===== config.mk =====
export PLATFORM = sky130hd
export DESIGN_NAME = team_counter
export DESIGN_NICKNAME = d
export VERILOG_FILES = /design/src/nebula_pkg.sv /design/src/team_counter.sv
export SDC_FILE = /design/constraint.sdc
export NUM_CORES = 1
export LEC_CHECK = 0
export BUFFER_PORTS_ARGS = -buffer_cell sky130_fd_sc_hd__buf_2
export CAP_MARGIN = 0
export CORE_MARGIN = 8
export CORE_UTILIZATION = 39
export DETAILED_ROUTE_END_ITERATION = 6
export PLACE_DENSITY = 0.79
export REMOVE_ABC_BUFFERS = 1
export SYNTH_ARGS = -nofsm -noshare
export SYNTH_HDL_FRONTEND = slang
export SYNTH_SLANG_ARGS = --single-unit

===== constraint.sdc =====
create_clock -name wb_clk_i -period 2.1 [get_ports wb_clk_i]
set_input_delay 0.315 -clock wb_clk_i [delete_from_list [all_inputs] [get_ports wb_clk_i]]
set_output_delay 0.315 -clock wb_clk_i [all_outputs]
set_load 0.03 [all_outputs]

===== src/nebula_pkg.sv =====
// ##########################################################
// Shared Wishbone bus types, address union, region codes,
// width constants and the byte-lane merge helper
// ##########################################################

package nebula_pkg;

    // Pad, LA and memory sizes
    localparam int unsigned NUM_GPIO   = 38;
    localparam int unsigned NUM_LA     = 128;
    localparam int unsigned SRAM_WORDS = 256;

    // User area window in the management address map
    localparam logic [11:0] USER_BASE = 12'h300;

    localparam logic [3:0] REGION_SRAM = 4'd0;
    localparam logic [3:0] REGION_GPIO = 4'd1;
    localparam logic [3:0] REGION_LA   = 4'd2;
    localparam logic [3:0] REGION_TEAM = 4'd3;

    localparam logic [31:0] UNMAPPED_DATA = 32'hdead_beef;  // Read data off the map

    // One Wishbone classic request, manager to peripheral
    typedef struct packed {
        logic        cyc;
        logic        stb;
        logic        we;
        logic [3:0]  sel;
        logic [31:0] adr;
        logic [31:0] dat;
    } wb_req_t;

    // Peripheral answer
    typedef struct packed {
        logic        ack;
        logic [31:0] dat;
    } wb_rsp_t;

    typedef struct packed {
        logic [11:0] base;    // Must equal USER_BASE
        logic [3:0]  region;  // Peripheral select
        logic [15:0] offset;  // Byte offset inside the peripheral
    } wb_addr_fields_t;

    // Decoder reads base and region, peripherals read the offset
    typedef union packed {
        logic [31:0]     raw;
        wb_addr_fields_t f;
    } wb_addr_u;

    // Replace the byte lanes of a register word that sel enables
    function automatic logic [31:0] wb_merge(
        input logic [31:0] old_word,
        input logic [31:0] new_word,
        input logic [3:0]  sel
    );
        logic [31:0] merged;
        merged = old_word;
        for (int b = 0; b < 4; b++) begin
            if (sel[b]) begin
                merged[8*b +: 8] = new_word[8*b +: 8];
            end
        end
        return merged;
    endfunction

endpackage


===== src/team_counter.sv =====
// ##########################################################
// Sample team design, loadable free-running counter
// ##########################################################

module team_counter (
    input  logic                              wb_clk_i,
    input  logic                              rst_n_i,
    input  nebula_pkg::wb_req_t               req_i,
    output nebula_pkg::wb_rsp_t               rsp_o,

    input  logic [31:0]                       gpio_in_i,
    output logic [nebula_pkg::NUM_GPIO-1:0]   gpio_out_o,
    output logic [nebula_pkg::NUM_GPIO-1:0]   gpio_oeb_o,
    output logic [nebula_pkg::NUM_LA-1:0]     la_out_o
);

    nebula_pkg::wb_addr_u addr;

    logic [13:0] word;
    logic        access;
    logic        load;
    logic        ack_q;
    logic        en_q;
    logic [31:0] count_q;
    logic [31:0] rd_word;
    logic [31:0] wr_word;
    logic [31:0] rdata_q;

    assign addr.raw = req_i.adr;
    assign word     = addr.f.offset[15:2];
    assign access   = req_i.cyc & req_i.stb & ~ack_q;
    assign load     = access & req_i.we & (word == 14'd1);

    always_comb begin
        case (word)
            14'd0:   rd_word = {31'b0, en_q};
            14'd1:   rd_word = count_q;
            14'd2:   rd_word = gpio_in_i;
            default: rd_word = '0;
        endcase
    end

    assign wr_word = nebula_pkg::wb_merge(rd_word, req_i.dat, req_i.sel);

    always_ff @(posedge wb_clk_i or negedge rst_n_i) begin
        if (!rst_n_i) begin
            ack_q   <= 1'b0;
            en_q    <= 1'b0;
            count_q <= '0;
        end else begin
            ack_q <= access;
            if (access && req_i.we && (word == 14'd0)) begin
                en_q <= wr_word[0];
            end
            if (load) begin
                count_q <= wr_word;  // Load wins over counting
            end else if (en_q) begin
                count_q <= count_q + 32'd1;
            end
        end
    end

    always_ff @(posedge wb_clk_i) begin
        if (access) begin
            rdata_q <= rd_word;
        end
    end

    assign rsp_o.ack = ack_q;
    assign rsp_o.dat = rdata_q;

    // Count shown on pads and LA, pads always driven
    assign gpio_out_o = {{(nebula_pkg::NUM_GPIO - 32){1'b0}}, count_q};
    assign gpio_oeb_o = '0;
    assign la_out_o   = {{(nebula_pkg::NUM_LA - 32){1'b0}}, count_q};

endmodule


==> qor.csv <==
metric,value,unit
Pleak,2.52,nW
Initial Util,39.7,%
CORE AREA,13100,sq um
largest net degree at the start of global routing,37,
Synth cell types,43,
"commonest non-fill, non-tap cell in the layout",buf_2,
CTS tree,done,
crit path cell chain,nand4_1 -> nor3_4 -> buf_4 -> nand2_2 -> or4_1 -> nand3_1,
logic gate share of total power,19.5,%
Clock Power Share,39.4,%
Slew Limit Fails,0,
mux contribution to synthesized area,0.984,%
number of global-route vias before repair,4494,
Switching Fraction,32.1,%
wire length of the first global-routing pass,24.0,mm
element type at the critical path end,flop,
GPL Wtd Cong,0.740,
Post-synth top flop,dfrtp_1,
Max-slew headroom,41.6,%
initial antenna violation count,0,
Int Pwr,2.28,mW
initial drt markers,204,
total CTS buffers,9,
"Slowest-stage cell, CP",dfrtp_1,
final setup vio count,0,
Syn Area/Cell,9.49,sq um
die height,132,um
asr flop ratio synth,51.5,%
register area share after synthesis,34.8,%
final net count,813,
RSZ-0062 raised after global routing,false,
Area contributors post-synth,"buf_4, edfxtp_1, dfrtp_1",
die width,132,um
pwr dens,564,nW/um^2
"slowest stage delay, CP",0.50,ns
Worst-Margin Slew,0.876,ns
Synth top area share,25.1,%
via density per instance,4.66,
status,"finished, final reports clean",
io pins,342,
Layout area overhead,14.3,%
placed cells,872,
r2r setup slk,0.19,ns
Post-Synth Simple-Gate Area,13.4,%
Final Hold Vio Count,0,
Worst EP arrival,2.17,ns
post-synthesis adder-cell area fraction,0.240,%
Tmin final,1.91,ns
Final Non-Filler Cells,888,
Most Crowded Layer GR,met2,
H-tree levels,3,
Detailed Place HPWL,11.7,mm
row cnt,42,
die area,17300,sq um
register share of total power,41.0,%
Synth Instances,549,
setup_tns,0,ns
"EDFF count, synth",32,
critical path's top delay family,simple AND/OR/NAND/NOR gates,
Synth Cell Area,5210,sq um
Max Clk Rate,524,MHz
Worst-Skew Late Latency,0.33,ns
Sink Count,66,
Routed WL,15.1,mm
Initial DRT Pass Iterations,4,
CP max FO,10,
CP required,2.36,ns
HP Class,input pin to asynchronous set/reset pin,
largest family of logic cells by synthesized area,buffers and inverters,
worst vdd ir,0.000323,V
met2 Track Usage GR,30.4,%
WP buf/inv,1,
drc violations,0,
Worst-path clk slew,0.06,ns
met3 usage,4.50,%
"commonest non-fill, non-tap cells in the layout","buf_2, conb_1, dfrtp_1, nor2_1, edfxtp_1",
Synth Register Bits,66,
Port Buffers,183,
Tcrit/Tclk final,90.9,%
CTS max path bufs,2,
layout cell share with drive strength beyond 1,39.9,%
crit path launch type,flop,
Psw,1.08,mW
max cap viols,0,
post-route ant nets,0,
Seq. cell area,1810,sq um
Post-CTS Resized,0,
met1 Track Usage GR,19.1,%
XOR/XNOR share of the synthesized area,4.70,%
Tot GR Track Use,17.1,%
drt wl/cell,17.0,um
area occupied by multi-input gates,2470,sq um
Synth Area in Compound Gates,17.2,%
hold buffers post-CTS,0,
worst clock skew,0.00644,ns
dominant cell type by area after synthesis,buf_4,
root buffer cell,clkbuf_16,
Ys Warns,0,
Setup Crit Path Kind,flop to flop,
Setup Buffers After CTS,0,
Vias,4138,
Diodes inserted,0,
fill cell count,1307,
grt ovf,0,
==> power by group through the flow <==
stage / combinational [mW] / sequential (mW) / clock (mW)
after floorplan: 0.410 / 1.44 / 0
after global placement: 0.641 / 1.40 / 0
after detailed placement: 0.646 / 1.40 / 0
after CTS: 0.647 / 1.38 / 1.37
after global routing: 0.700 / 1.38 / 1.43
final: 0.657 / 1.38 / 1.33
==> worst register-to-register path: cells and delay by family (launching register included) <==
family                 cells  cell delay (ns)
flip-flops                 1             0.50
buffers and inverters      1             0.23
AND/OR/NAND/NOR            5             1.11
==> sequential cells by signal, summed over array words and instances (netlist names) <==
register  count
ack_q         1
rdata_q      32
count_q      32
en_q          1
==> layer usage <==
layer / share of wire [%] / vias to the layer above
li1: - / 1944
met1: 40 / 1961
met2: 51 / 219
met3: 7.5 / 14
met4: 1.4 / 0
met5: 0 / -
==> synth_stat cells (2+ instances only) <==
library cell  count
a21oi_2          20
edfxtp_1         32
and2_1            5
clkbuf_1         14
nor2_1           34
nand3_1          17
buf_1             5
buf_4           174
buf_6             7
mux2i_1           4
a22oi_1          27
a211oi_2         28
o21ai_0           2
and4_1            5
xor2_1           20
a211oi_1          4
nand2b_1          2
inv_1             3
nor3_1           25
buf_2             5
a21oi_1          14
nor2b_1           2
and3_1            4
or3_1             2
xnor2_1           8
dfrtp_1          34
nand4_1           9
o31ai_1           2
nand2_1          22
nor4_1            6
==> final timing paths <==
path | start | to | cells past startpoint
worst max register to register | count_q[2] | count_q[25] | 6
worst min-delay path | rst_n_i | count_q[13] | 1
max in group asynchronous | rst_n_i | count_q[31] | 1
worst min register to register | count_q[27] | count_q[27] | 2
min in group wb_clk_i | req_i[23] | count_q[23] | 3
worst max-delay path | count_q[2] | count_q[25] | 6
==> cell type report <==
type,count,area share (%)
inverter,3,0.189
sequential,66,30.4
multi-input combinational,414,41.4
timing repair buffer,213,20.0
clock buffer,12,3.97
clock inverter,4,0.336
tap,176,3.70
==> metrics by stage <==
step	hold WS (ns)	total power [mW]	util, %	worst slack, ns	area [sq um]
after global placement	0.457	2.04	43.4	0.0227	5700
after CTS	0.124	3.40	45.4	0.171	5960
after detailed placement	0.478	2.05	43.4	0.0179	5700
after floorplan	0.0194	1.85	-	-1.91	4250
final	0.109	3.36	45.4	0.190	5960
after global routing	0.153	3.51	45.4	0.0750	5960
==> cells by family (layout without fill, tap and decap cells) <==
| group | after synthesis | in the layout |
|---|---|---|
| compound gates | 102 | 102 |
| xor+xnor | 28 | 28 |
| fa+ha+maj | 1 | 1 |
| buf+inv | 208 | 232 |
| flops | 66 | 66 |
| mux | 5 | 5 |
| other cells | 1 | 140 |
| simple gates | 138 | 138 |
(Power assumes the default switching activity.)
