$ cat src/nebula_pkg.sv
// ##########################################################
// Shared Wishbone bus types, address union, region codes,
// width constants and the byte-lane merge helper
// ##########################################################

package nebula_pkg;

    // Pad, LA and memory sizes
    localparam int unsigned NUM_GPIO   = 38;
    localparam int unsigned NUM_LA     = 128;
    localparam int unsigned SRAM_WORDS = 256;

    // User area window in the management address map
    localparam logic [11:0] USER_BASE = 12'h300;

    localparam logic [3:0] REGION_SRAM = 4'd0;
    localparam logic [3:0] REGION_GPIO = 4'd1;
    localparam logic [3:0] REGION_LA   = 4'd2;
    localparam logic [3:0] REGION_TEAM = 4'd3;

    localparam logic [31:0] UNMAPPED_DATA = 32'hdead_beef;  // Read data off the map

    // One Wishbone classic request, manager to peripheral
    typedef struct packed {
        logic        cyc;
        logic        stb;
        logic        we;
        logic [3:0]  sel;
        logic [31:0] adr;
        logic [31:0] dat;
    } wb_req_t;

    // Peripheral answer
    typedef struct packed {
        logic        ack;
        logic [31:0] dat;
    } wb_rsp_t;

    typedef struct packed {
        logic [11:0] base;    // Must equal USER_BASE
        logic [3:0]  region;  // Peripheral select
        logic [15:0] offset;  // Byte offset inside the peripheral
    } wb_addr_fields_t;

    // Decoder reads base and region, peripherals read the offset
    typedef union packed {
        logic [31:0]     raw;
        wb_addr_fields_t f;
    } wb_addr_u;

    // Replace the byte lanes of a register word that sel enables
    function automatic logic [31:0] wb_merge(
        input logic [31:0] old_word,
        input logic [31:0] new_word,
        input logic [3:0]  sel
    );
        logic [31:0] merged;
        merged = old_word;
        for (int b = 0; b < 4; b++) begin
            if (sel[b]) begin
                merged[8*b +: 8] = new_word[8*b +: 8];
            end
        end
        return merged;
    endfunction

endpackage

$ cat src/la_control.sv
// ##########################################################
// LA output ownership mask, firmware values, LA read-back
// ##########################################################

module la_control (
    input  logic                            wb_clk_i,
    input  logic                            rst_n_i,
    input  nebula_pkg::wb_req_t             req_i,
    output nebula_pkg::wb_rsp_t             rsp_o,

    input  logic [nebula_pkg::NUM_LA-1:0]   team_la_out_i,
    input  logic [nebula_pkg::NUM_LA-1:0]   la_data_i,
    output logic [nebula_pkg::NUM_LA-1:0]   la_data_o
);

    nebula_pkg::wb_addr_u addr;

    logic [13:0] word;
    logic [1:0]  lane;  // 32-bit slice inside a 128-bit group
    logic        access;
    logic        ack_q;
    logic [31:0] rd_word;
    logic [31:0] wr_word;
    logic [31:0] rdata_q;

    logic [nebula_pkg::NUM_LA-1:0] fw_q;
    logic [nebula_pkg::NUM_LA-1:0] mask_q;

    assign addr.raw = req_i.adr;
    assign word     = addr.f.offset[15:2];
    assign lane     = word[1:0];
    assign access   = req_i.cyc & req_i.stb & ~ack_q;

    // Words 0-3 value, 4-7 mask, 8-11 LA inputs
    always_comb begin
        rd_word = '0;
        if (word < 14'd4) begin
            rd_word = fw_q[32*lane +: 32];
        end else if (word < 14'd8) begin
            rd_word = mask_q[32*lane +: 32];
        end else if (word < 14'd12) begin
            rd_word = la_data_i[32*lane +: 32];
        end
    end

    assign wr_word = nebula_pkg::wb_merge(rd_word, req_i.dat, req_i.sel);

    always_ff @(posedge wb_clk_i or negedge rst_n_i) begin
        if (!rst_n_i) begin
            ack_q  <= 1'b0;
            fw_q   <= '0;
            mask_q <= '0;
        end else begin
            ack_q <= access;
            if (access && req_i.we) begin
                if (word < 14'd4) begin
                    fw_q[32*lane +: 32] <= wr_word;
                end else if (word < 14'd8) begin
                    mask_q[32*lane +: 32] <= wr_word;
                end
            end
        end
    end

    always_ff @(posedge wb_clk_i) begin
        if (access) begin
            rdata_q <= rd_word;
        end
    end

    assign rsp_o.ack = ack_q;
    assign rsp_o.dat = rdata_q;

    assign la_data_o = (mask_q & fw_q) | (~mask_q & team_la_out_i);

endmodule

$ cat config.mk
export PLATFORM = sky130hd
export DESIGN_NAME = la_control
export DESIGN_NICKNAME = d
export VERILOG_FILES = /design/src/nebula_pkg.sv /design/src/la_control.sv
export SDC_FILE = /design/constraint.sdc
export NUM_CORES = 1
export LEC_CHECK = 0
export CORE_MARGIN = 2
export CORE_UTILIZATION = 30
export DETAILED_ROUTE_END_ITERATION = 7
export DONT_BUFFER_PORTS = 1
export GPL_TIMING_DRIVEN = 0
export SYNTH_ARGS = -nofsm -noshare
export SYNTH_HDL_FRONTEND = slang
export SYNTH_SLANG_ARGS = --single-unit
$ cat constraint.sdc
create_clock -name wb_clk_i -period 2.9 [get_ports wb_clk_i]
set_input_delay 0.145 -clock wb_clk_i [delete_from_list [all_inputs] [get_ports wb_clk_i]]
set_output_delay 0.145 -clock wb_clk_i [all_outputs]
set_load 0.01 [all_outputs]
==> reports/qor.csv <==
stage;metric;value;unit
synthesis;synth_top_area_share;41.91;%
grt;grt_max_degree;258;
outcome;violations;negative hold slack;
layout;instances_no_fill;2026;
clocking;hold_buffers;31;
setup_path;crit_required;3.31;ns
clocking;numCtsBuffers;36;
detailed_routing;route.vias.total;12560;
sta;setup_tns;0;ns
sta;slew_violations;0;
floorplanning;num_rows;82;
floorplanning;die_area;0.05297;mm2
synthesis;yosysMostFrequentCell;dfrtp_1;
grt;grt_use_met1;30.95;%
grt;grt_antenna_before_repair;13;
detailed_routing;routed_wl;70240;um
placed_design;port_buffers;0;
setup_path;crit_chain;clkbuf_1, clkbuf_4, buf_4, buf_2, mux2_2, a221oi_1, nor4_1, a21oi_1, o21ai_0;
sta;clock_skew;0.02477;ns
detailed_routing;drc;0;
detailed_routing;postRouteAntennaNets;0;
pwr;ir_drop;0.3210;mV
outcome;status;finished with violations;
grt;use_met3;6.969;%
min_path;min_path_type;in -> async;
layout;fin_area;0.01783;mm2
synthesis;yosys_warnings;0;
synthesis;ys_seq_elements;289;
grt;use_met2;42.96;%
sta;setup_viol;0;
sta;hold_violations;257;
synthesis;async_flop_share;88.93;%
setup_path;path_buf_inv;4;
synthesis;ys_dominant_reg_cell;dfrtp_1;
setup_path;end_kind;register;
synthesis;synth_commonest_cells;257 x dfrtp_1, 176 x a22o_1, 148 x mux2_2, 106 x nand2_1, 80 x o21ai_0;
clocking;cts_tree;built;
synthesis;netlist_area;0.01534;mm2
placed_design;preCtsSetupSlack;-0.8860;ns
floorplanning;core;0.05027;mm2
sta;finalCritPeriodShare;94.03;%
layout;fin_util;35.46;%
sta;fin_hold_ws;-0.7192;ns
detailed_routing;via_per_inst;6.200;
synthesis;yosysUniqueCellTypes;44;
synthesis;synth_edf_count;32;
synthesis;syn_avg_cell_area;12.33;um2
setup_path;cp_slowest_cell;a221oi_1;
clocking;clk_pin_slew_worst_paths;0.06;ns
layout;syn_to_final_growth;16.19;%
detailed_routing;dr.pass1.iters;5;
clocking;h-tree-depth;2;
grt;grt_overflow;0;
setup_path;critPathArrivalTime;3.14;ns
synthesis;synthCells;1244;
setup_path;cpPeakStageDelay;0.61;ns
sta;max_freq;366.7;MHz
clocking;cts_root_buffer;clkbuf_16;
grt;gr-usage-all-layers;25.57;%
synthesis;ys_seq_area_share;48.18;%
pwr;p_leak;7.383;nW
synthesis;synth.net_count;1577;
sta;relSlewSlack;5.844;%
placed_design;placed_cell_area;0.01626;mm2
clocking;cts_buffer_depth;3;
floorplanning;fp.dieW;230.2;um
clocking;clk_latency;0.57;ns
setup_path;cp_top_family;compound AO/OA/AOI/OAI gates;
floorplanning;start_util;30.52;%
detailed_routing;initialDrtViolationCount;1204;
sta;worst_pin_slew;1.412;ns
sta;min_period;2.727;ns
placed_design;hpwl;50380;um
setup_path;path_max_fanout;10;
floorplanning;die_height;230.2;um
synthesis;synth_area_leaders;dfrtp_1 42%, mux2_2 11%, a22o_1 10%;
grt;grt_pass1_wl;95410;um
clocking;cts_sinks;289;
grt;top_usage_layer;met2;
setup_path;criticalPathCategory;in -> reg;
placed_design;gp_congestion;0.8930;
detailed_routing;wire_per_inst;34.67;um
synthesis;synth.largest_area_cell;dfrtp_1;
floorplanning;io_pins;490;
layout;drive_above_1_share;25.35;%
pwr;power_density;537.6;mW/mm2
placed_design;dp.cells;1920;
pwr;power.total;9.584;mW
grt;first_global_vias;12520;
layout;final_nets;1651;
sta;worst_slack;0.1731;ns
setup_path;critPathLaunchType;primary input;
run;maxCapViolations;0;
## per-layer routing
layer / part of all wire [%] / routed length [um]
met2: 48 / 33800
met4: 4.5 / 3126
met1: 37 / 26250
met5: 0.091 / 64
met3: 10 / 7011
## cell families (layout without fill, tap and decap cells)
group | count (synthesis) | after routing | share of synthesized area, %
buffers and inverters | 105 | 206 | 2.879
DFF | 289 | 289 | 48.18
muxes | 264 | 264 | 22.91
other | 0 | 9 | 0
and+or+nand+nor | 220 | 220 | 6.899
AOI/OAI and AO/OA | 362 | 362 | 18.80
adders and majority gates | 4 | 4 | 0.3262
## cells in the final DEF (no fill, tap or decap), drive strengths merged, types with 5 or more instances in the layout
master,count
edfxtp,32
o31ai,19
mux4,55
a22o,176
a21oi,14
nor4,14
nor3,28
mux2i,61
mux2,148
nand3,10
nor2b,5
a22oi,42
clkinv,6
nor2,31
a221oi,10
inv,9
nand2,106
buf,49
dfrtp,257
dlygate4sd3,31
diode,9
clkbuf,108
o22ai,11
or2,9
o21ai,84
## what timing repair did
action                     in CTS  in global routing
buffers inserted                2                  0
pin swaps                       1                  0
hold endpoints to repair      478                257
resized for setup               3                  2
setup endpoints to repair     141                 18
## worst register-to-register path: stages, from the launching register on
cell and delay [ns]:
dfrtp_1 0.41, nand4b_1 0.25, nor4_4 0.23, buf_4 0.17
nand3_2 0.24, nor2_1 0.46, buf_2 0.51, a22o_1 0.22
## path summary, 6_finish.rpt
path / start / endpoint / slack (ns) / cells after the start
min in group wb_clk_i: req_i[17] / mask_q[81] / 0.03 / 3
worst max-delay path: req_i[34] / mask_q[96] / 0.17 / 9
worst max register to register: ack_q / fw_q[94] / 0.34 / 7
max in group asynchronous: rst_n_i / fw_q[45] / 2.67 / 0
worst min-delay path: rst_n_i / fw_q[93] / -0.72 / 0
worst min register to register: fw_q[37] / fw_q[37] / 0.51 / 2
## area by class of cell
class                   instances  area (um2)
repair buffers                 37       395.4
flip-flops and latches        289        7392
clock buffers                  51        1027
multi-input cells             850        7521
plain buffers                 100       430.4
clock inverters                14       183.9
fillers                      5010       32440
diodes                          9       22.52
well taps                     672       840.8
inverters                       4       15.01
## state kept, by name, summed over array words and instances (netlist names)
register and flops:
mask_q 128, ack_q 1, rdata_q 32, fw_q 128
## where the power goes
group          total [mW]  internal (mW)  switching (mW)  leakage, nW
Combinational       0.770          0.281           0.490         2.86
Clock                4.70           2.77            1.93        0.600
Sequential           4.12           4.10          0.0114         3.92
No activity file was read; power rests on OpenSTA's default activity.
