## config.mk

```make
export PLATFORM = sky130hd
export DESIGN_NAME = gpio_control
export DESIGN_NICKNAME = d
export VERILOG_FILES = /design/src/nebula_pkg.sv /design/src/gpio_control.sv
export SDC_FILE = /design/constraint.sdc
export NUM_CORES = 1
export LEC_CHECK = 0
export BUFFER_PORTS_ARGS = -buffer_cell sky130_fd_sc_hd__clkbuf_2
export CAP_MARGIN = 20
export CORE_ASPECT_RATIO = 0.75
export CORE_MARGIN = 1.5
export CORE_UTILIZATION = 55
export CTS_BUF_LIST = sky130_fd_sc_hd__clkbuf_4
export DETAILED_ROUTE_END_ITERATION = 7
export PLACE_DENSITY_LB_ADDON = 0.1
export SYNTH_ARGS = -nofsm -noshare
export SYNTH_HDL_FRONTEND = slang
export SYNTH_SLANG_ARGS = --single-unit
```

## constraint.sdc

```tcl
create_clock -name wb_clk_i -period 3.4 [get_ports wb_clk_i]
set_input_delay 0.68 -clock wb_clk_i [delete_from_list [all_inputs] [get_ports wb_clk_i]]
set_output_delay 0.68 -clock wb_clk_i [all_outputs]
set_load 0.1 [all_outputs]
```

## src/nebula_pkg.sv

```systemverilog
// ##########################################################
// Shared Wishbone bus types, address union, region codes,
// width constants and the byte-lane merge helper
// ##########################################################

package nebula_pkg;

    // Pad, LA and memory sizes
    localparam int unsigned NUM_GPIO   = 38;
    localparam int unsigned NUM_LA     = 128;
    localparam int unsigned SRAM_WORDS = 256;

    // User area window in the management address map
    localparam logic [11:0] USER_BASE = 12'h300;

    localparam logic [3:0] REGION_SRAM = 4'd0;
    localparam logic [3:0] REGION_GPIO = 4'd1;
    localparam logic [3:0] REGION_LA   = 4'd2;
    localparam logic [3:0] REGION_TEAM = 4'd3;

    localparam logic [31:0] UNMAPPED_DATA = 32'hdead_beef;  // Read data off the map

    // One Wishbone classic request, manager to peripheral
    typedef struct packed {
        logic        cyc;
        logic        stb;
        logic        we;
        logic [3:0]  sel;
        logic [31:0] adr;
        logic [31:0] dat;
    } wb_req_t;

    // Peripheral answer
    typedef struct packed {
        logic        ack;
        logic [31:0] dat;
    } wb_rsp_t;

    typedef struct packed {
        logic [11:0] base;    // Must equal USER_BASE
        logic [3:0]  region;  // Peripheral select
        logic [15:0] offset;  // Byte offset inside the peripheral
    } wb_addr_fields_t;

    // Decoder reads base and region, peripherals read the offset
    typedef union packed {
        logic [31:0]     raw;
        wb_addr_fields_t f;
    } wb_addr_u;

    // Replace the byte lanes of a register word that sel enables
    function automatic logic [31:0] wb_merge(
        input logic [31:0] old_word,
        input logic [31:0] new_word,
        input logic [3:0]  sel
    );
        logic [31:0] merged;
        merged = old_word;
        for (int b = 0; b < 4; b++) begin
            if (sel[b]) begin
                merged[8*b +: 8] = new_word[8*b +: 8];
            end
        end
        return merged;
    endfunction

endpackage

```

## src/gpio_control.sv

```systemverilog
// ##########################################################
// Pad ownership and firmware drive registers, pad read-back
// ##########################################################

module gpio_control (
    input  logic                              wb_clk_i,
    input  logic                              rst_n_i,
    input  nebula_pkg::wb_req_t               req_i,
    output nebula_pkg::wb_rsp_t               rsp_o,

    input  logic [nebula_pkg::NUM_GPIO-1:0]   team_gpio_out_i,
    input  logic [nebula_pkg::NUM_GPIO-1:0]   team_gpio_oeb_i,
    input  logic [nebula_pkg::NUM_GPIO-1:0]   io_in_i,
    output logic [nebula_pkg::NUM_GPIO-1:0]   io_out_o,
    output logic [nebula_pkg::NUM_GPIO-1:0]   io_oeb_o
);

    localparam int unsigned HI = nebula_pkg::NUM_GPIO - 32;  // Pads in the hi words

    nebula_pkg::wb_addr_u addr;

    logic [13:0] word;
    logic        access;
    logic        ack_q;
    logic [31:0] rd_word;
    logic [31:0] wr_word;
    logic [31:0] rdata_q;

    logic [nebula_pkg::NUM_GPIO-1:0] sel_q;  // 1 = firmware owns the pad
    logic [nebula_pkg::NUM_GPIO-1:0] out_q;
    logic [nebula_pkg::NUM_GPIO-1:0] oeb_q;

    assign addr.raw = req_i.adr;
    assign word     = addr.f.offset[15:2];
    assign access   = req_i.cyc & req_i.stb & ~ack_q;

    always_comb begin
        case (word)
            14'd0:   rd_word = sel_q[31:0];
            14'd1:   rd_word = 32'(sel_q[nebula_pkg::NUM_GPIO-1:32]);
            14'd2:   rd_word = out_q[31:0];
            14'd3:   rd_word = 32'(out_q[nebula_pkg::NUM_GPIO-1:32]);
            14'd4:   rd_word = oeb_q[31:0];
            14'd5:   rd_word = 32'(oeb_q[nebula_pkg::NUM_GPIO-1:32]);
            14'd6:   rd_word = io_in_i[31:0];
            14'd7:   rd_word = 32'(io_in_i[nebula_pkg::NUM_GPIO-1:32]);
            default: rd_word = '0;
        endcase
    end

    assign wr_word = nebula_pkg::wb_merge(rd_word, req_i.dat, req_i.sel);

    always_ff @(posedge wb_clk_i or negedge rst_n_i) begin
        if (!rst_n_i) begin
            ack_q <= 1'b0;
            sel_q <= '0;  // Team owns every pad
            out_q <= '0;
            oeb_q <= '1;
        end else begin
            ack_q <= access;
            if (access && req_i.we) begin
                case (word)
                    14'd0:   sel_q[31:0] <= wr_word;
                    14'd1:   sel_q[nebula_pkg::NUM_GPIO-1:32] <= wr_word[HI-1:0];
                    14'd2:   out_q[31:0] <= wr_word;
                    14'd3:   out_q[nebula_pkg::NUM_GPIO-1:32] <= wr_word[HI-1:0];
                    14'd4:   oeb_q[31:0] <= wr_word;
                    14'd5:   oeb_q[nebula_pkg::NUM_GPIO-1:32] <= wr_word[HI-1:0];
                    default: ;  // Pad input words are read only
                endcase
            end
        end
    end

    always_ff @(posedge wb_clk_i) begin
        if (access) begin
            rdata_q <= rd_word;
        end
    end

    assign rsp_o.ack = ack_q;
    assign rsp_o.dat = rdata_q;

    // Per pad choice between firmware and team
    assign io_out_o = (sel_q & out_q) | (~sel_q & team_gpio_out_i);
    assign io_oeb_o = (sel_q & oeb_q) | (~sel_q & team_gpio_oeb_i);

endmodule

```

==> parameters.txt <==
Parameter                              Value

Logic synthesis
  Sequential fraction of the synthesis area    a little under half
  Xor-xnor portion of the synthesized cell area    0%
  Syn_area_per_cell    ~12 um^2
  Synth area leaders    sky130_fd_sc_hd__dfrtp_1 23%, sky130_fd_sc_hd__mux2_2 18%, sky130_fd_sc_hd__dfstp_2 12%
  Multiplexer area fraction after synthesis    slightly below 30%
  Fraction of the mapped netlist area in adder cells    0%
  Compound-cell area share of the yosys netlist    between 10 and 15%
  Count of flip-flops with a built-in enable after synthesis    32
  Area fraction in and, or, nand and nor cells after synthesis    around 6.6%
  Warnings from Yosys    0
  Post-synth ARST share    about four fifths
  Netlist area before placement    roughly 8500 um^2
  Combinational family with the most area after synthesis    multiplexers
  Count of different cell masters after synthesis    43
  Area fraction of the dominant cell type after synthesis    22.7%
  Flip-flop cell with the highest count after synthesis    sky130_fd_sc_hd__dfrtp_1
  Register bit count reported by yosys    147
  Leading cell types by count after synthesis    137 x sky130_fd_sc_hd__mux2_2, 77 x sky130_fd_sc_hd__dfrtp_1, 52 x sky130_fd_sc_hd__mux2i_1, 41 x sky130_fd_sc_hd__mux2_1, 40 x sky130_fd_sc_hd__nand2_1
  Cell with the most instances after synthesis    sky130_fd_sc_hd__mux2_2
  Gate count after technology mapping    680
  Number of nets in the synthesized netlist    867
  Library cell with the largest summed area after synthesis    sky130_fd_sc_hd__dfrtp_1

Power and ir drop
  Proportion of power drawn by the clock network    a little under a third
  Power per unit of standard cell area    between 300 and 400 nW/um^2
  Maximum vdd drop    between 0.2 and 0.25 mV
  Sequential fraction of design power    47.4%
  Switching power of the nets    1.26 mW
  Part of the total power dissipated in combinational logic    approximately 22%
  Switching Fraction    between 30 and 40%
  Internal power of the cells    roughly 2.6 mW
  Static Leakage    slightly below 5 nW

Final layout
  Final layout net count    around 1.1k
  Final core utilization    roughly 68%
  Share of final-layout standard cells stronger than drive strength 1    roughly 56%
  Area of combinational cells with multiple inputs    4360 um^2
  Area overhead of the layout relative to synthesis    22.2%
  ANT cells    0
  Flip-flop and latch area    about 3900 um^2
  Cell area after layout    between 10000 and 15000 um^2
  Layout filler cell count    approximately 1.2k

Place
  Final estimated routing congestion in global placement    approximately 1
  Detailed placer's ending HPWL    ~17000 um
  Post-detailed-placement cell area    between 10000 and 15000 um^2
  Port Buf Inserts    roughly 280

Route
  Number of iterations in the first detailed-routing pass    5
  Wire length reported by the detailed router    between 20000 and 25000 um
  Routed WL per cell    roughly 20 um
  Post-detailed-route via-to-cell ratio    slightly below 6
  DR vias    6782
  Detailed-route DRC error count    0
  Initial DRC Count    497
  DRT antenna net count    0

STA
  Post-route clock period utilization    71.5%
  Layout Skew    0.0243 ns
  Minimum clock period after layout    ~2.4 ns
  Setup repair after global routing missed its margin    no
  Achievable clock frequency    ~410 MHz
  Setup TNS after final layout    0 ns
  Hold violation count in the final report    0
  Slew headroom    a little over half
  Count of final setup violators    0
  Transition time at the pin with the least slew margin    roughly 0.7 ns
  Final count of pins violating max slew    0

CTS
  Clock tree root buffer cell    sky130_fd_sc_hd__clkbuf_4
  Number of levels in the clock H-tree    4
  Number of setup buffers added after CTS    0
  Clock tree from TritonCTS    done
  Worst-Skew Late Latency    roughly 0.54 ns
  Clock buffers created by TritonCTS    17
  Clock net sink count    147
  Count of instances resized after the clock tree is built    0
  Register clock-pin slew on the reported worst setup and hold paths    around 0.12 ns
  Bufs on Longest Clock Path    2
  Post-cts hold buffer count    0

Global route
  Antenna violations before repair    0
  Overflow left after global routing    0
  Wire length of the first global-routing pass    36700 um
  Maximum number of pins on one net before global-route repair    62
  GR Util All Layers    29.2%
  Number of global-route vias before repair    a little over 7k

Setup path
  Minimum setup slack among reg-to-reg paths    between 1 and 1.5 ns
  Register-to-Register Path Depth    4
  Launching element type of the critical path    input pin
  Required time of the worst setup path    approximately 3.9 ns
  Beginning of the worst register-to-register path    ack_q$_DFF_PN0_
  Worst endpoint data arrival time    a little under 3 ns
  Critical path fanouts, max    23
  Worst r2r dst    oeb_q[33]$_DFFE_PN1P_
  Worst setup EP type    flip-flop
  Setup Crit Path Kind    in2reg

Run status
  Result of the run    finished clean

Die
  Row cnt    39
  Die boundary width    roughly 150 um
  Number of top-level design ports    296
  Effective utilization at floorplan    roughly 56%
  Chip Height    between 100 and 150 um
  Floorplan die area    16200 um^2
  Std-Cell Core Area    between 15000 and 20000 um^2

Run
  Max capacitance violation total    0

Min path
  Hold crit path type    in2async
## power by group through the flow
stage	sequential [mW]	clock, mW	combinational [mW]
floorplan	1.91	0	0.563
global placement	1.85	0	0.832
detailed placement	1.85	0	0.842
CTS	1.81	1.20	0.844
global route	1.82	1.27	0.878
finish	1.81	1.17	0.840
## placed cells by master, fill, tap and decap left out, drive strengths merged, types with 2 or more instances in the layout
cell	synthesis	routed
edfxtp	32	32
nand4b	2	2
o31ai	26	26
bufinv	0	3
o22a	26	26
dfstp	38	38
and4	2	2
or4	3	3
clkinv	0	4
clkbuf	22	297
and2	12	12
clkinvlp	0	2
mux2	178	178
or2	2	2
nand4	2	2
buf	29	21
mux2i	52	52
o21ai	5	5
nor4	4	4
dfrtp	77	77
nor2b	2	2
a222oi	5	5
a21oi	37	37
a31oi	36	36
a21o	5	5
nand2	40	40
nor2	32	32
and3b	2	2
## how the worst max path moves through the flow
stage / from / end / slack (ns) / depth (start not counted)
6_report: req_i[45] / out_q[31]$_DFFE_PN0P_ / 0.97 / 5
5_1_grt: sel_q[36]$_DFFE_PN0P_ / io_oeb_o[36] / 0.89 / 2
3_3_place_gp: req_i[45] / out_q[17]$_DFFE_PN0P_ / 0.54 / 6
2_1_floorplan: req_i[45] / out_q[17]$_DFFE_PN0P_ / 0.82 / 6
4_1_cts: oeb_q[29]$_DFFE_PN1P_ / io_oeb_o[29] / 0.95 / 2
3_5_place_dp: req_i[45] / out_q[16]$_DFFE_PN0P_ / 0.50 / 6
## final cells by class
class | count | area share (%)
Clock buffer | 22 | 1.59
Clock inverter | 10 | 1.29
Multi-Input combinational cell | 482 | 42.0
Sequential cell | 147 | 37.5
Tap cell | 205 | 2.47
Timing Repair Buffer | 296 | 15.1
## layer usage
metal  vias to the layer above  GRT usage (%)  routed length, um
met5                         -              0                  0
met2                       323           46.2              11200
met4                         0           9.90                353
li1                       3113              -                  -
met1                      3314           38.6               9970
met3                        32           8.18               1980
## flip-flops by register name (all words and copies together), names as in the netlist
| name | count |
|---|---|
| oeb_q | 38 |
| ack_q | 1 |
| rdata_q | 32 |
| sel_q | 38 |
| out_q | 38 |
## worst max-delay path: stages
cell	delay [ns]
sky130_fd_sc_hd__clkbuf_2	0.09
sky130_fd_sc_hd__or4_4	0.57
sky130_fd_sc_hd__or4_4	0.73
sky130_fd_sc_hd__o31ai_1	0.56
sky130_fd_sc_hd__mux2_2	0.26
## through the flow
step                      hold slack (ns)  power (mW)  worst slack, ns  instances
after global placement              0.506        2.68            0.537       1130
after detailed placement            0.519        2.69            0.499       1130
final                               0.179        3.83            0.969       1162
after floorplan                     0.384        2.47            0.818        680
after global routing                0.156        3.97            0.895       1162
after CTS                           0.161        3.86            0.948       1162
## cell families after synthesis
kind of cell	count (synthesis)
buffers and inverters	51
AOI/OAI and AO/OA	143
and+or+nand+nor	109
muxes	230
DFF	147
No activity file was read; power rests on OpenSTA's default activity.
