### src/nebula_pkg.sv
// ##########################################################
// Shared Wishbone bus types, address union, region codes,
// width constants and the byte-lane merge helper
// ##########################################################

package nebula_pkg;

    // Pad, LA and memory sizes
    localparam int unsigned NUM_GPIO   = 38;
    localparam int unsigned NUM_LA     = 128;
    localparam int unsigned SRAM_WORDS = 256;

    // User area window in the management address map
    localparam logic [11:0] USER_BASE = 12'h300;

    localparam logic [3:0] REGION_SRAM = 4'd0;
    localparam logic [3:0] REGION_GPIO = 4'd1;
    localparam logic [3:0] REGION_LA   = 4'd2;
    localparam logic [3:0] REGION_TEAM = 4'd3;

    localparam logic [31:0] UNMAPPED_DATA = 32'hdead_beef;  // Read data off the map

    // One Wishbone classic request, manager to peripheral
    typedef struct packed {
        logic        cyc;
        logic        stb;
        logic        we;
        logic [3:0]  sel;
        logic [31:0] adr;
        logic [31:0] dat;
    } wb_req_t;

    // Peripheral answer
    typedef struct packed {
        logic        ack;
        logic [31:0] dat;
    } wb_rsp_t;

    typedef struct packed {
        logic [11:0] base;    // Must equal USER_BASE
        logic [3:0]  region;  // Peripheral select
        logic [15:0] offset;  // Byte offset inside the peripheral
    } wb_addr_fields_t;

    // Decoder reads base and region, peripherals read the offset
    typedef union packed {
        logic [31:0]     raw;
        wb_addr_fields_t f;
    } wb_addr_u;

    // Replace the byte lanes of a register word that sel enables
    function automatic logic [31:0] wb_merge(
        input logic [31:0] old_word,
        input logic [31:0] new_word,
        input logic [3:0]  sel
    );
        logic [31:0] merged;
        merged = old_word;
        for (int b = 0; b < 4; b++) begin
            if (sel[b]) begin
                merged[8*b +: 8] = new_word[8*b +: 8];
            end
        end
        return merged;
    endfunction

endpackage

### src/wb_decoder.sv
// ##########################################################
// Wishbone address decoder with unmapped access responder
// ##########################################################

module wb_decoder (
    input  logic                wb_clk_i,
    input  logic                rst_n_i,

    input  nebula_pkg::wb_req_t m_req_i,
    output nebula_pkg::wb_rsp_t m_rsp_o,

    output nebula_pkg::wb_req_t sram_req_o,
    input  nebula_pkg::wb_rsp_t sram_rsp_i,
    output nebula_pkg::wb_req_t gpio_req_o,
    input  nebula_pkg::wb_rsp_t gpio_rsp_i,
    output nebula_pkg::wb_req_t la_req_o,
    input  nebula_pkg::wb_rsp_t la_rsp_i,
    output nebula_pkg::wb_req_t team_req_o,
    input  nebula_pkg::wb_rsp_t team_rsp_i
);

    nebula_pkg::wb_addr_u addr;

    logic base_hit;
    logic sel_sram, sel_gpio, sel_la, sel_team;
    logic sel_unmapped;
    logic unm_ack_q;  // Own ack for accesses nobody claims

    // Pass a request through, strobing only the selected target
    function automatic nebula_pkg::wb_req_t route(
        input nebula_pkg::wb_req_t req,
        input logic                hit
    );
        nebula_pkg::wb_req_t r;
        r     = req;
        r.cyc = req.cyc & hit;
        r.stb = req.stb & hit;
        return r;
    endfunction

    assign addr.raw = m_req_i.adr;

    assign base_hit = (addr.f.base == nebula_pkg::USER_BASE);
    assign sel_sram = base_hit && (addr.f.region == nebula_pkg::REGION_SRAM);
    assign sel_gpio = base_hit && (addr.f.region == nebula_pkg::REGION_GPIO);
    assign sel_la   = base_hit && (addr.f.region == nebula_pkg::REGION_LA);
    assign sel_team = base_hit && (addr.f.region == nebula_pkg::REGION_TEAM);

    assign sel_unmapped = ~(sel_sram | sel_gpio | sel_la | sel_team);

    assign sram_req_o = route(m_req_i, sel_sram);
    assign gpio_req_o = route(m_req_i, sel_gpio);
    assign la_req_o   = route(m_req_i, sel_la);
    assign team_req_o = route(m_req_i, sel_team);

    // Same one-cycle ack timing as the peripherals
    always_ff @(posedge wb_clk_i or negedge rst_n_i) begin
        if (!rst_n_i) begin
            unm_ack_q <= 1'b0;
        end else begin
            unm_ack_q <= m_req_i.cyc & m_req_i.stb & sel_unmapped & ~unm_ack_q;
        end
    end

    // Address is held until ack, so the mux stays on the right target
    always_comb begin
        if (sel_sram) begin
            m_rsp_o = sram_rsp_i;
        end else if (sel_gpio) begin
            m_rsp_o = gpio_rsp_i;
        end else if (sel_la) begin
            m_rsp_o = la_rsp_i;
        end else if (sel_team) begin
            m_rsp_o = team_rsp_i;
        end else begin
            m_rsp_o.ack = unm_ack_q;
            m_rsp_o.dat = nebula_pkg::UNMAPPED_DATA;
        end
    end

endmodule

### config.mk
export PLATFORM = sky130hd
export DESIGN_NAME = wb_decoder
export DESIGN_NICKNAME = d
export VERILOG_FILES = /design/src/nebula_pkg.sv /design/src/wb_decoder.sv
export SDC_FILE = /design/constraint.sdc
export NUM_CORES = 1
export LEC_CHECK = 0
export BUFFER_PORTS_ARGS = -buffer_cell sky130_fd_sc_hd__buf_2
export CELL_PAD_IN_SITES_DETAIL_PLACEMENT = 1
export CELL_PAD_IN_SITES_GLOBAL_PLACEMENT = 1
export CORE_AREA = 2 2 200 202
export CTS_CLUSTER_SIZE = 20
export DETAILED_ROUTE_END_ITERATION = 16
export DIE_AREA = 0 0 202 204
export PLACE_DENSITY_LB_ADDON = 0.1
export SKIP_LAST_GASP = 1
export SYNTH_ARGS = -nofsm -noshare
export SYNTH_HDL_FRONTEND = slang
export SYNTH_SLANG_ARGS = --single-unit
### constraint.sdc
create_clock -name wb_clk_i -period 1.2 [get_ports wb_clk_i]
set_input_delay 0.06 -clock wb_clk_i [delete_from_list [all_inputs] [get_ports wb_clk_i]]
set_output_delay 0.06 -clock wb_clk_i [all_outputs]
set_load 0.01 [all_outputs]
==> flow_summary.yaml, run 1 <==
critical_path:
  crit_path_start_kind: "input port"
  path_delay_family: "buffers and inverters"
  slowest_delay_ns: 0.30
  worstPathArrival_ns: 1.47
  path_buf_inv: 5
  required_ns: 1.14
  cpMaxStageDelayCell: "nor4b_4"
  crit_type: "input port to output pin"
  endpoint_kind: "output pin"
  path_cells: "buf_8 > nor4b_4 > buf_4 > nand4_1 > buf_6 > buf_12 > mux2_2 > buf_2"
  crit_fanout: 11
die:
  dieArea_mm2: 0.0412
  ios: 522
  chipWidth_um: 202
  initial_utilization_pct: 8.26
  die-height_um: 204
  num_rows: 73
  core-area_mm2: 0.0392
grt:
  overflow: 0
  first_global_vias: 2605
  antenna_found_initial: 3
  grt_start_max_net_pins: 43
  grt_pass1_wl_mm: 17.0
  track_usage_pct: 5.41
timing:
  fmax_mhz: 653
  hold_viol: 0
  drv_slew: 0
  min_period_ns: 1.53
  worstMarginPinSlew_ns: 0.303
  grt_setup_unrepaired: "true"
  whs_ns: 0.120
  setup_viol: 42
  setup_slack_ns: -0.331
  skew_ns: 0
  min_period_over_period_pct: 128
  slew_headroom_pct: 79.6
finish:
  syn_to_final_growth_pct: 9.62
  top_register: "unm_ack_q"
  fin_util_pct: 9.06
  layout-drive-gt1-share_pct: 88.8
  top_regs: "unm_ack_q (1)"
  final_cell_mix: "buf_2 (250), mux4_2 (33), or2_1 (24), buf_4 (18)"
  final_nets: 581
  nFillCells: 4734
  multi_input_comb_area_mm2: 0.00114
  largest_reg_flops: 1
  final_common_cell: "buf_2"
  regArea_um2: 25.0
pwr:
  leakagePower_nw: 1.54
  ir_drop_mv: 0.0909
  p_per_area_mw_per_mm2: 259
detailed_routing:
  vias_per_cell: 2.55
  remaining_drc_errors: 0
  wl_mm: 13.0
  post_drt_wl_per_cell_um: 14.4
  first_iter_violations: 43
  vias: 2295
  drtPass1Iterations: 3
  drt.antenna.violating_nets: 0
run:
  maxCapViolations: 0
yosys:
  syn_inst: 374
  synth_top_family_by_area: "buffers and inverters"
  synth_xor_area_share_pct: 0
  synth_compound_area_share_pct: 0
  post-synth-top-area-cell: "buf_4"
  synth-seq-cells: 1
  synth_mux_area_share_pct: 23.3
  netlist_area_mm2: 0.00324
  synth_fa_ha_area_share_pct: 0
  postSynthAreaPerCell_um2: 8.66
  synth_top_area_share_pct: 64.2
  seq_area_frac_synth_pct: 0.773
  synth_cell_types: 20
  yosysWarnings: 0
  synth_fp_nets: 579
  synth-simple-area-share_pct: 9.39
  synthTopCellsByArea: "buf_4 (64%), mux4_2 (23%), or2_1 (4.6%)"
min_path:
  min-delay-path-class: "input port to output pin"
placed_design:
  place.port_buffers: 256
  gp_congestion: 0.715
  dp_hpwl_mm: 10.6
cts:
  clock_latency_ns: 0
outcome:
  outcome: "finished, violations left"
  violations: "setup timing"
==> path summary, 6_finish.rpt <==
check                                 start            to  slack (ns)  cells past startpoint
worst max-delay path            m_req_i[63]   m_rsp_o[32]       -0.33                      8
worst min register to register    unm_ack_q     unm_ack_q        0.67                      1
min in group asynchronous           rst_n_i     unm_ack_q        0.40                      2
worst max register to register    unm_ack_q     unm_ack_q        0.43                      1
worst min-delay path            m_req_i[21]  la_req_o[21]        0.12                      0
max in group asynchronous           rst_n_i     unm_ack_q        0.71                      2
==> per-layer routing <==
layer	track usage (%)	up-vias	share of wire, %
li1	-	960	-
met1	5.14	1064	33
met2	9.94	237	51
met3	3.19	34	15
met4	1.26	0	2.1
met5	0	-	0
==> area by class of cell <==
class,instances,share of cell area (%)
diodes,2,0.141
flip-flops and latches,1,0.705
multi-input cells,84,32.0
repair buffers,288,48.5
inverters,1,0.106
well taps,525,18.5
==> stage by stage <==
| step | setup slack, ns | area (um^2) | setup TNS [ns] | std cells | total power [W] |
|---|---|---|---|---|---|
| after global placement | -0.650 | 3270 | -24.21 | 891 | 0.000892 |
| after CTS | -0.411 | 3370 | -13.99 | 894 | 0.000939 |
| after detailed placement | -0.691 | 3270 | -25.73 | 891 | 0.000891 |
| after floorplan | 0.0445 | 3240 | 0 | 374 | 0.00126 |
| after global routing | -0.447 | 3550 | -15.76 | 900 | 0.000999 |
| final | -0.331 | 3550 | -10.51 | 901 | 0.000920 |
==> cells by family (layout without fill, tap and decap cells) <==
| kind of cell | count (synthesis) | in the layout |
|---|---|---|
| buffers and inverters | 289 | 289 |
| DFF | 1 | 1 |
| muxes | 34 | 34 |
| other | 0 | 2 |
| and+or+nand+nor | 50 | 50 |
==> cell usage after synthesis <==
cell / n
nor2_1: 1
inv_1: 1
buf_4: 277
mux2_2: 1
and4b_1: 1
clkbuf_1: 4
buf_6: 1
or2_1: 24
nand2b_1: 2
buf_12: 1
nor3_1: 8
nor4b_1: 2
mux4_2: 33
dfrtp_1: 1
buf_2: 4
nor2b_1: 8
nor4_1: 1
nand4_1: 1
clkbuf_2: 1
nand2_1: 2
==> where the power goes <==
group / leakage [nW] / total (W) / internal, W / switching, W
combinational: 1.53 / 0.000882 / 0.000532 / 0.000350
sequential: 0.0131 / 0.0000381 / 0.0000362 / 0.00000191
clock: 0.0000157 / 0.000000000112 / 0.000000000112 / 0
total: 1.54 / 0.000920 / 0.000568 / 0.000352
==> timing repair <==
item / 4_1_cts / 5_1_grt
buffers inserted: 0 / 1
pin swaps: 0 / 11
hold buffers: 1 / 0
cloned: 2 / 4
endpoints found under the setup margin: 42 / 42
resized for setup: 4 / 25
hold endpoints to repair: 1 / 0
Note: power is estimated with default switching activity, not from simulation.
==> run 2: changes to the inputs <==
==> constraint.sdc (replaced) <==
create_clock -name wb_clk_i -period 1.6 [get_ports wb_clk_i]
set_input_delay 0.08 -clock wb_clk_i [delete_from_list [all_inputs] [get_ports wb_clk_i]]
set_output_delay 0.08 -clock wb_clk_i [all_outputs]
set_load 0.01 [all_outputs]
==> flow_summary.yaml, run 2 (synthesis gave the netlist of run 1 again) <==
pwr:
  p_clk_share_pct: 0
  leakagePower_nw: 1.36
  p_per_area_mw_per_mm2: 196
  seq_power_share_pct: 4.6
  power.switching_w: 0.000246
  p_sw_share_pct: 39.2
  internal-power_w: 0.000381
  combPwrFrac_pct: 95.4
  ir_drop_mv: 0.0654
finish:
  final_cell_mix: "buf_2 (256), mux4_2 (33), or2_1 (24), nor2b_1 (8), buf_4 (8)"
  largest_reg_flops: 1
  top_register: "unm_ack_q"
  final_common_cell: "buf_2"
  top_regs: "unm_ack_q (1)"
  post-route-cell-area_mm2: 0.00321
  layout-drive-gt1-share_pct: 86.2
  final_nets: 562
  antenna_cells: 0
  syn_to_final_growth_pct: -1.00
critical_path:
  cp_common_cell: "buf_2"
  r2r-end: "unm_ack_q"
  crit_fanout: 42
  reg2reg_depth: 1
  endpoint_kind: "output pin"
  r2r_slack_ns: 0.81
  rr_startpoint: "unm_ack_q"
  crit_path_start_kind: "input port"
  slowest_delay_ns: 0.31
  cpMaxStageDelayCell: "nor4b_4"
  path_cells: "buf_2 > nor4b_4 > buf_4 > nand4_1 > buf_12 > mux2_2 > buf_2"
  required_ns: 1.52
  worstPathArrival_ns: 1.50
  crit_type: "input port to output pin"
die:
  die-height_um: 204
  initial_utilization_pct: 8.26
  dieArea_mm2: 0.0412
  num_rows: 73
  chipWidth_um: 202
  ios: 522
  core-area_mm2: 0.0392
grt:
  overflow: 0
  first_global_vias: 2382
  grt_start_max_net_pins: 43
  track_usage_pct: 5.12
  antenna_found_initial: 2
  grt_pass1_wl_mm: 16.1
detailed_routing:
  post_drt_wl_per_cell_um: 13.1
  drt.antenna.violating_nets: 0
  vias: 2151
  drtPass1Iterations: 3
  vias_per_cell: 2.44
  remaining_drc_errors: 0
  first_iter_violations: 41
  wl_mm: 11.5
timing:
  worstMarginPinSlew_ns: 0.319
  hold_viol: 0
  fmax_mhz: 635
  drv_slew: 0
  skew_ns: 0
  grt_setup_unrepaired: "true"
  slew_headroom_pct: 78.5
  min_period_ns: 1.58
  setup_viol: 0
  min_period_over_period_pct: 98.4
  setup_tns_ns: 0
placed_design:
  place.port_buffers: 256
  gp_congestion: 0.700
  dp_hpwl_mm: 10.5
  placed_cell_area_mm2: 0.00317
run:
  maxCapViolations: 0
min_path:
  min-delay-path-class: "input port to output pin"
  holdPathEnd: "la_req_o[21]"
  min_from: "m_req_i[21]"
  worst_hold_path.num_cells: 0
outcome:
  outcome: "finished, final reports clean"
cts:
  clock_latency_ns: 0
-- run 2: cell count changes in the layout (fill, tap and decap cells not counted), sizes merged --
| cell | change |
|---|---|
| clkbuf | -3 |
| diode | -2 |
| bufbuf | -1 |
| buf | -15 |
-- run 2: per-layer routing --
layer | global-route usage, % | vias up | wire, um
li1 | - | 917 | -
met1 | 4.84 | 962 | 3590
met2 | 9.01 | 236 | 5660
met3 | 3.54 | 34 | 2020
met4 | 1.26 | 2 | 266
met5 | 0 | - | 16
-- run 2: through the flow --
step	std cells	setup WS (ns)	utilization (%)	hold WS, ns	total power, W
global route	880	-0.0920	8.18	0.160	0.000686
CTS	880	-0.0499	8.14	0.160	0.000648
floorplan	374	0.404	-	-0.216	0.000942
detailed placement	879	-0.345	8.08	-0.144	0.000642
global placement	879	-0.286	8.08	-0.143	0.000646
finish	880	0.0249	8.18	0.160	0.000627
-- run 2: how the worst max path moves through the flow --
stage	startpoint	endpoint	slack (ns)	depth (start not counted)
6_report	m_req_i[58]	m_rsp_o[32]	0.02	7
5_1_grt	m_req_i[58]	m_rsp_o[32]	-0.09	7
4_1_cts	m_req_i[58]	m_rsp_o[32]	-0.05	7
3_5_place_dp	m_req_i[59]	m_rsp_o[32]	-0.34	7
3_3_place_gp	m_req_i[59]	m_rsp_o[32]	-0.29	7
2_1_floorplan	m_req_i[48]	m_rsp_o[10]	0.40	3
-- run 2: timing repair --
action                                  in CTS  in global routing
buffers inserted                             0                  0
endpoints found under the setup margin      42                 33
resized for setup                            2                  3
hold buffers                                 1                  0
pin swaps                                    1                  0
hold endpoints to repair                     1                  0
-- run 2: area by class of cell --
cell class	instances	area (um^2)
fill	4740	36000
inverter	1	3.75
multi-input combinational	84	1090
sequential	1	25.0
tap	525	657
timing repair buffer	269	1430
-- run 2: worst max-delay path: cells and delay by family --
family | cells | cell delay, ns
buffers and inverters | 4 | 0.63
and+or+nand+nor | 2 | 0.45
muxes | 1 | 0.29
-- run 2: power by group through the flow --
stage	Clock [W]	Sequential [W]	Combinational (W)
global route	0	0.0000290	0.000657
CTS	0	0.0000291	0.000619
detailed placement	0	0.0000291	0.000613
finish	0	0.0000287	0.000598
global placement	0	0.0000292	0.000617
floorplan	0	0.0000275	0.000915
==> run 3: changes to the inputs <==
--- a/config.mk
+++ b/config.mk
@@ -13,6 +13,7 @@
 export DETAILED_ROUTE_END_ITERATION = 16
 export DIE_AREA = 0 0 202 204
 export PLACE_DENSITY_LB_ADDON = 0.1
+export SKIP_CTS_REPAIR_TIMING = 1
 export SKIP_LAST_GASP = 1
 export SYNTH_ARGS = -nofsm -noshare
 export SYNTH_HDL_FRONTEND = slang
==> constraint.sdc (replaced) <==
create_clock -name wb_clk_i -period 1.8 [get_ports wb_clk_i]
set_input_delay 0.09 -clock wb_clk_i [delete_from_list [all_inputs] [get_ports wb_clk_i]]
set_output_delay 0.09 -clock wb_clk_i [all_outputs]
set_load 0.01 [all_outputs]
==> flow_summary.yaml, run 3 (synthesis gave the netlist of run 1 again) <==
critical_path:
  required_ns: 1.71
  crit_path_start_kind: "input port"
  path_delay_family: "buffers and inverters"
  slowest_delay_ns: 0.37
  cp_common_cell: "buf_2"
  crit_fanout: 42
  crit_type: "input port to output pin"
  r2r-end: "unm_ack_q"
  worstPathArrival_ns: 1.57
  endpoint_kind: "output pin"
  r2r_slack_ns: 1.03
  path_cells: "buf_2 > nor4b_2 > buf_4 > nand4_1 > buf_12 > mux2_2 > buf_2"
  path_buf_inv: 4
  rr_startpoint: "unm_ack_q"
  cpMaxStageDelayCell: "nor4b_2"
  reg2reg_depth: 1
timing:
  min_period_ns: 1.66
  grt_setup_unrepaired: "false"
  worstMarginPinSlew_ns: 0.329
  min_period_over_period_pct: 92.0
  skew_ns: 0
  setup_slack_ns: 0.144
  whs_ns: 0.180
  fmax_mhz: 604
  hold_viol: 0
  setup_viol: 0
  slew_headroom_pct: 77.9
  drv_slew: 0
pwr:
  ir_drop_mv: 0.0616
  leakagePower_nw: 1.35
  p_per_area_mw_per_mm2: 174
die:
  ios: 522
  die-height_um: 204
  initial_utilization_pct: 8.26
  chipWidth_um: 202
  dieArea_mm2: 0.0412
  num_rows: 73
  core-area_mm2: 0.0392
grt:
  gr-usage-met2_pct: 9.16
  antenna_found_initial: 2
  overflow: 0
  grt_start_max_net_pins: 43
  first_global_vias: 2439
  grt_pass1_wl_mm: 16.4
  met1_usage_pct: 4.81
  grt_busiest_layer: "met2"
  track_usage_pct: 5.18
  grtUsageMet3_pct: 3.51
finish:
  largest_reg_flops: 1
  final_nets: 559
  top_regs: "unm_ack_q (1)"
  syn_to_final_growth_pct: -1.89
  fin_util_pct: 8.11
  final_common_cell: "buf_2"
  final_cell_mix: "buf_2 (256), mux4_2 (33), or2_1 (24), nor2b_1 (8), nor3_1 (8)"
  layout-drive-gt1-share_pct: 85.8
  instances_no_fill: 879
  top_register: "unm_ack_q"
placed_design:
  preCtsSetupSlack_ns: -0.169
  dp.cells: 876
  place.port_buffers: 256
  gp_congestion: 0.716
  dp_hpwl_mm: 10.8
outcome:
  outcome: "finished, final reports clean"
cts:
  clock_latency_ns: 0
detailed_routing:
  vias: 2157
  drtPass1Iterations: 4
  drt.antenna.violating_nets: 0
  post_drt_wl_per_cell_um: 13.5
  first_iter_violations: 47
  vias_per_cell: 2.45
  remaining_drc_errors: 0
  wl_mm: 11.9
min_path:
  worst_hold_path.num_cells: 0
  holdPathEnd: "la_req_o[21]"
  min-delay-path-class: "input port to output pin"
  min_from: "m_req_i[21]"
run:
  maxCapViolations: 0
## run 3: cell types whose count changed in the layout (fill, tap and decap cells not counted), sizes merged
cell / delta
buf: -3
diode: +2
## run 3: how the worst max path moves through the flow
stage / from / endpoint / slack, ns / depth (start not counted)
6_report: m_req_i[59] / m_rsp_o[32] / 0.14 / 7
2_1_floorplan: m_req_i[48] / m_rsp_o[10] / 0.58 / 3
4_1_cts: m_req_i[59] / m_rsp_o[32] / -0.19 / 7
5_1_grt: m_req_i[59] / m_rsp_o[32] / 0.01 / 7
3_3_place_gp: m_req_i[59] / m_rsp_o[32] / -0.14 / 7
3_5_place_dp: m_req_i[59] / m_rsp_o[32] / -0.17 / 7
## run 3: routing by layer
metal | share of wire, % | routed length [um] | up-vias
li1 | - | - | 912
met1 | 32 | 3760 | 966
met2 | 49 | 5760 | 241
met3 | 17 | 2000 | 36
met4 | 2.9 | 346 | 2
met5 | 0.11 | 13 | -
## run 3: layout make-up
class / count / area [um^2]
flip-flops and latches: 1 / 25.0
well taps: 525 / 657
repair buffers: 266 / 1410
inverters: 1 / 3.75
multi-input cells: 84 / 1080
diodes: 2 / 5.00
fillers: 4724 / 36000
## run 3: through the flow
step	total power [W]	setup TNS, ns	instance area [um^2]
finish	0.000552	0	3180
floorplan	0.000837	0	3240
detailed placement	0.000564	-4.18	3140
CTS	0.000565	-5.09	3140
global placement	0.000567	-2.87	3140
global route	0.000600	0	3170
## run 3: power breakdown
part / switching (W) / internal (W)
sequential: 0.00000142 / 0.0000241
combinational: 0.000217 / 0.000310
clock: 0 / 0.000000000149
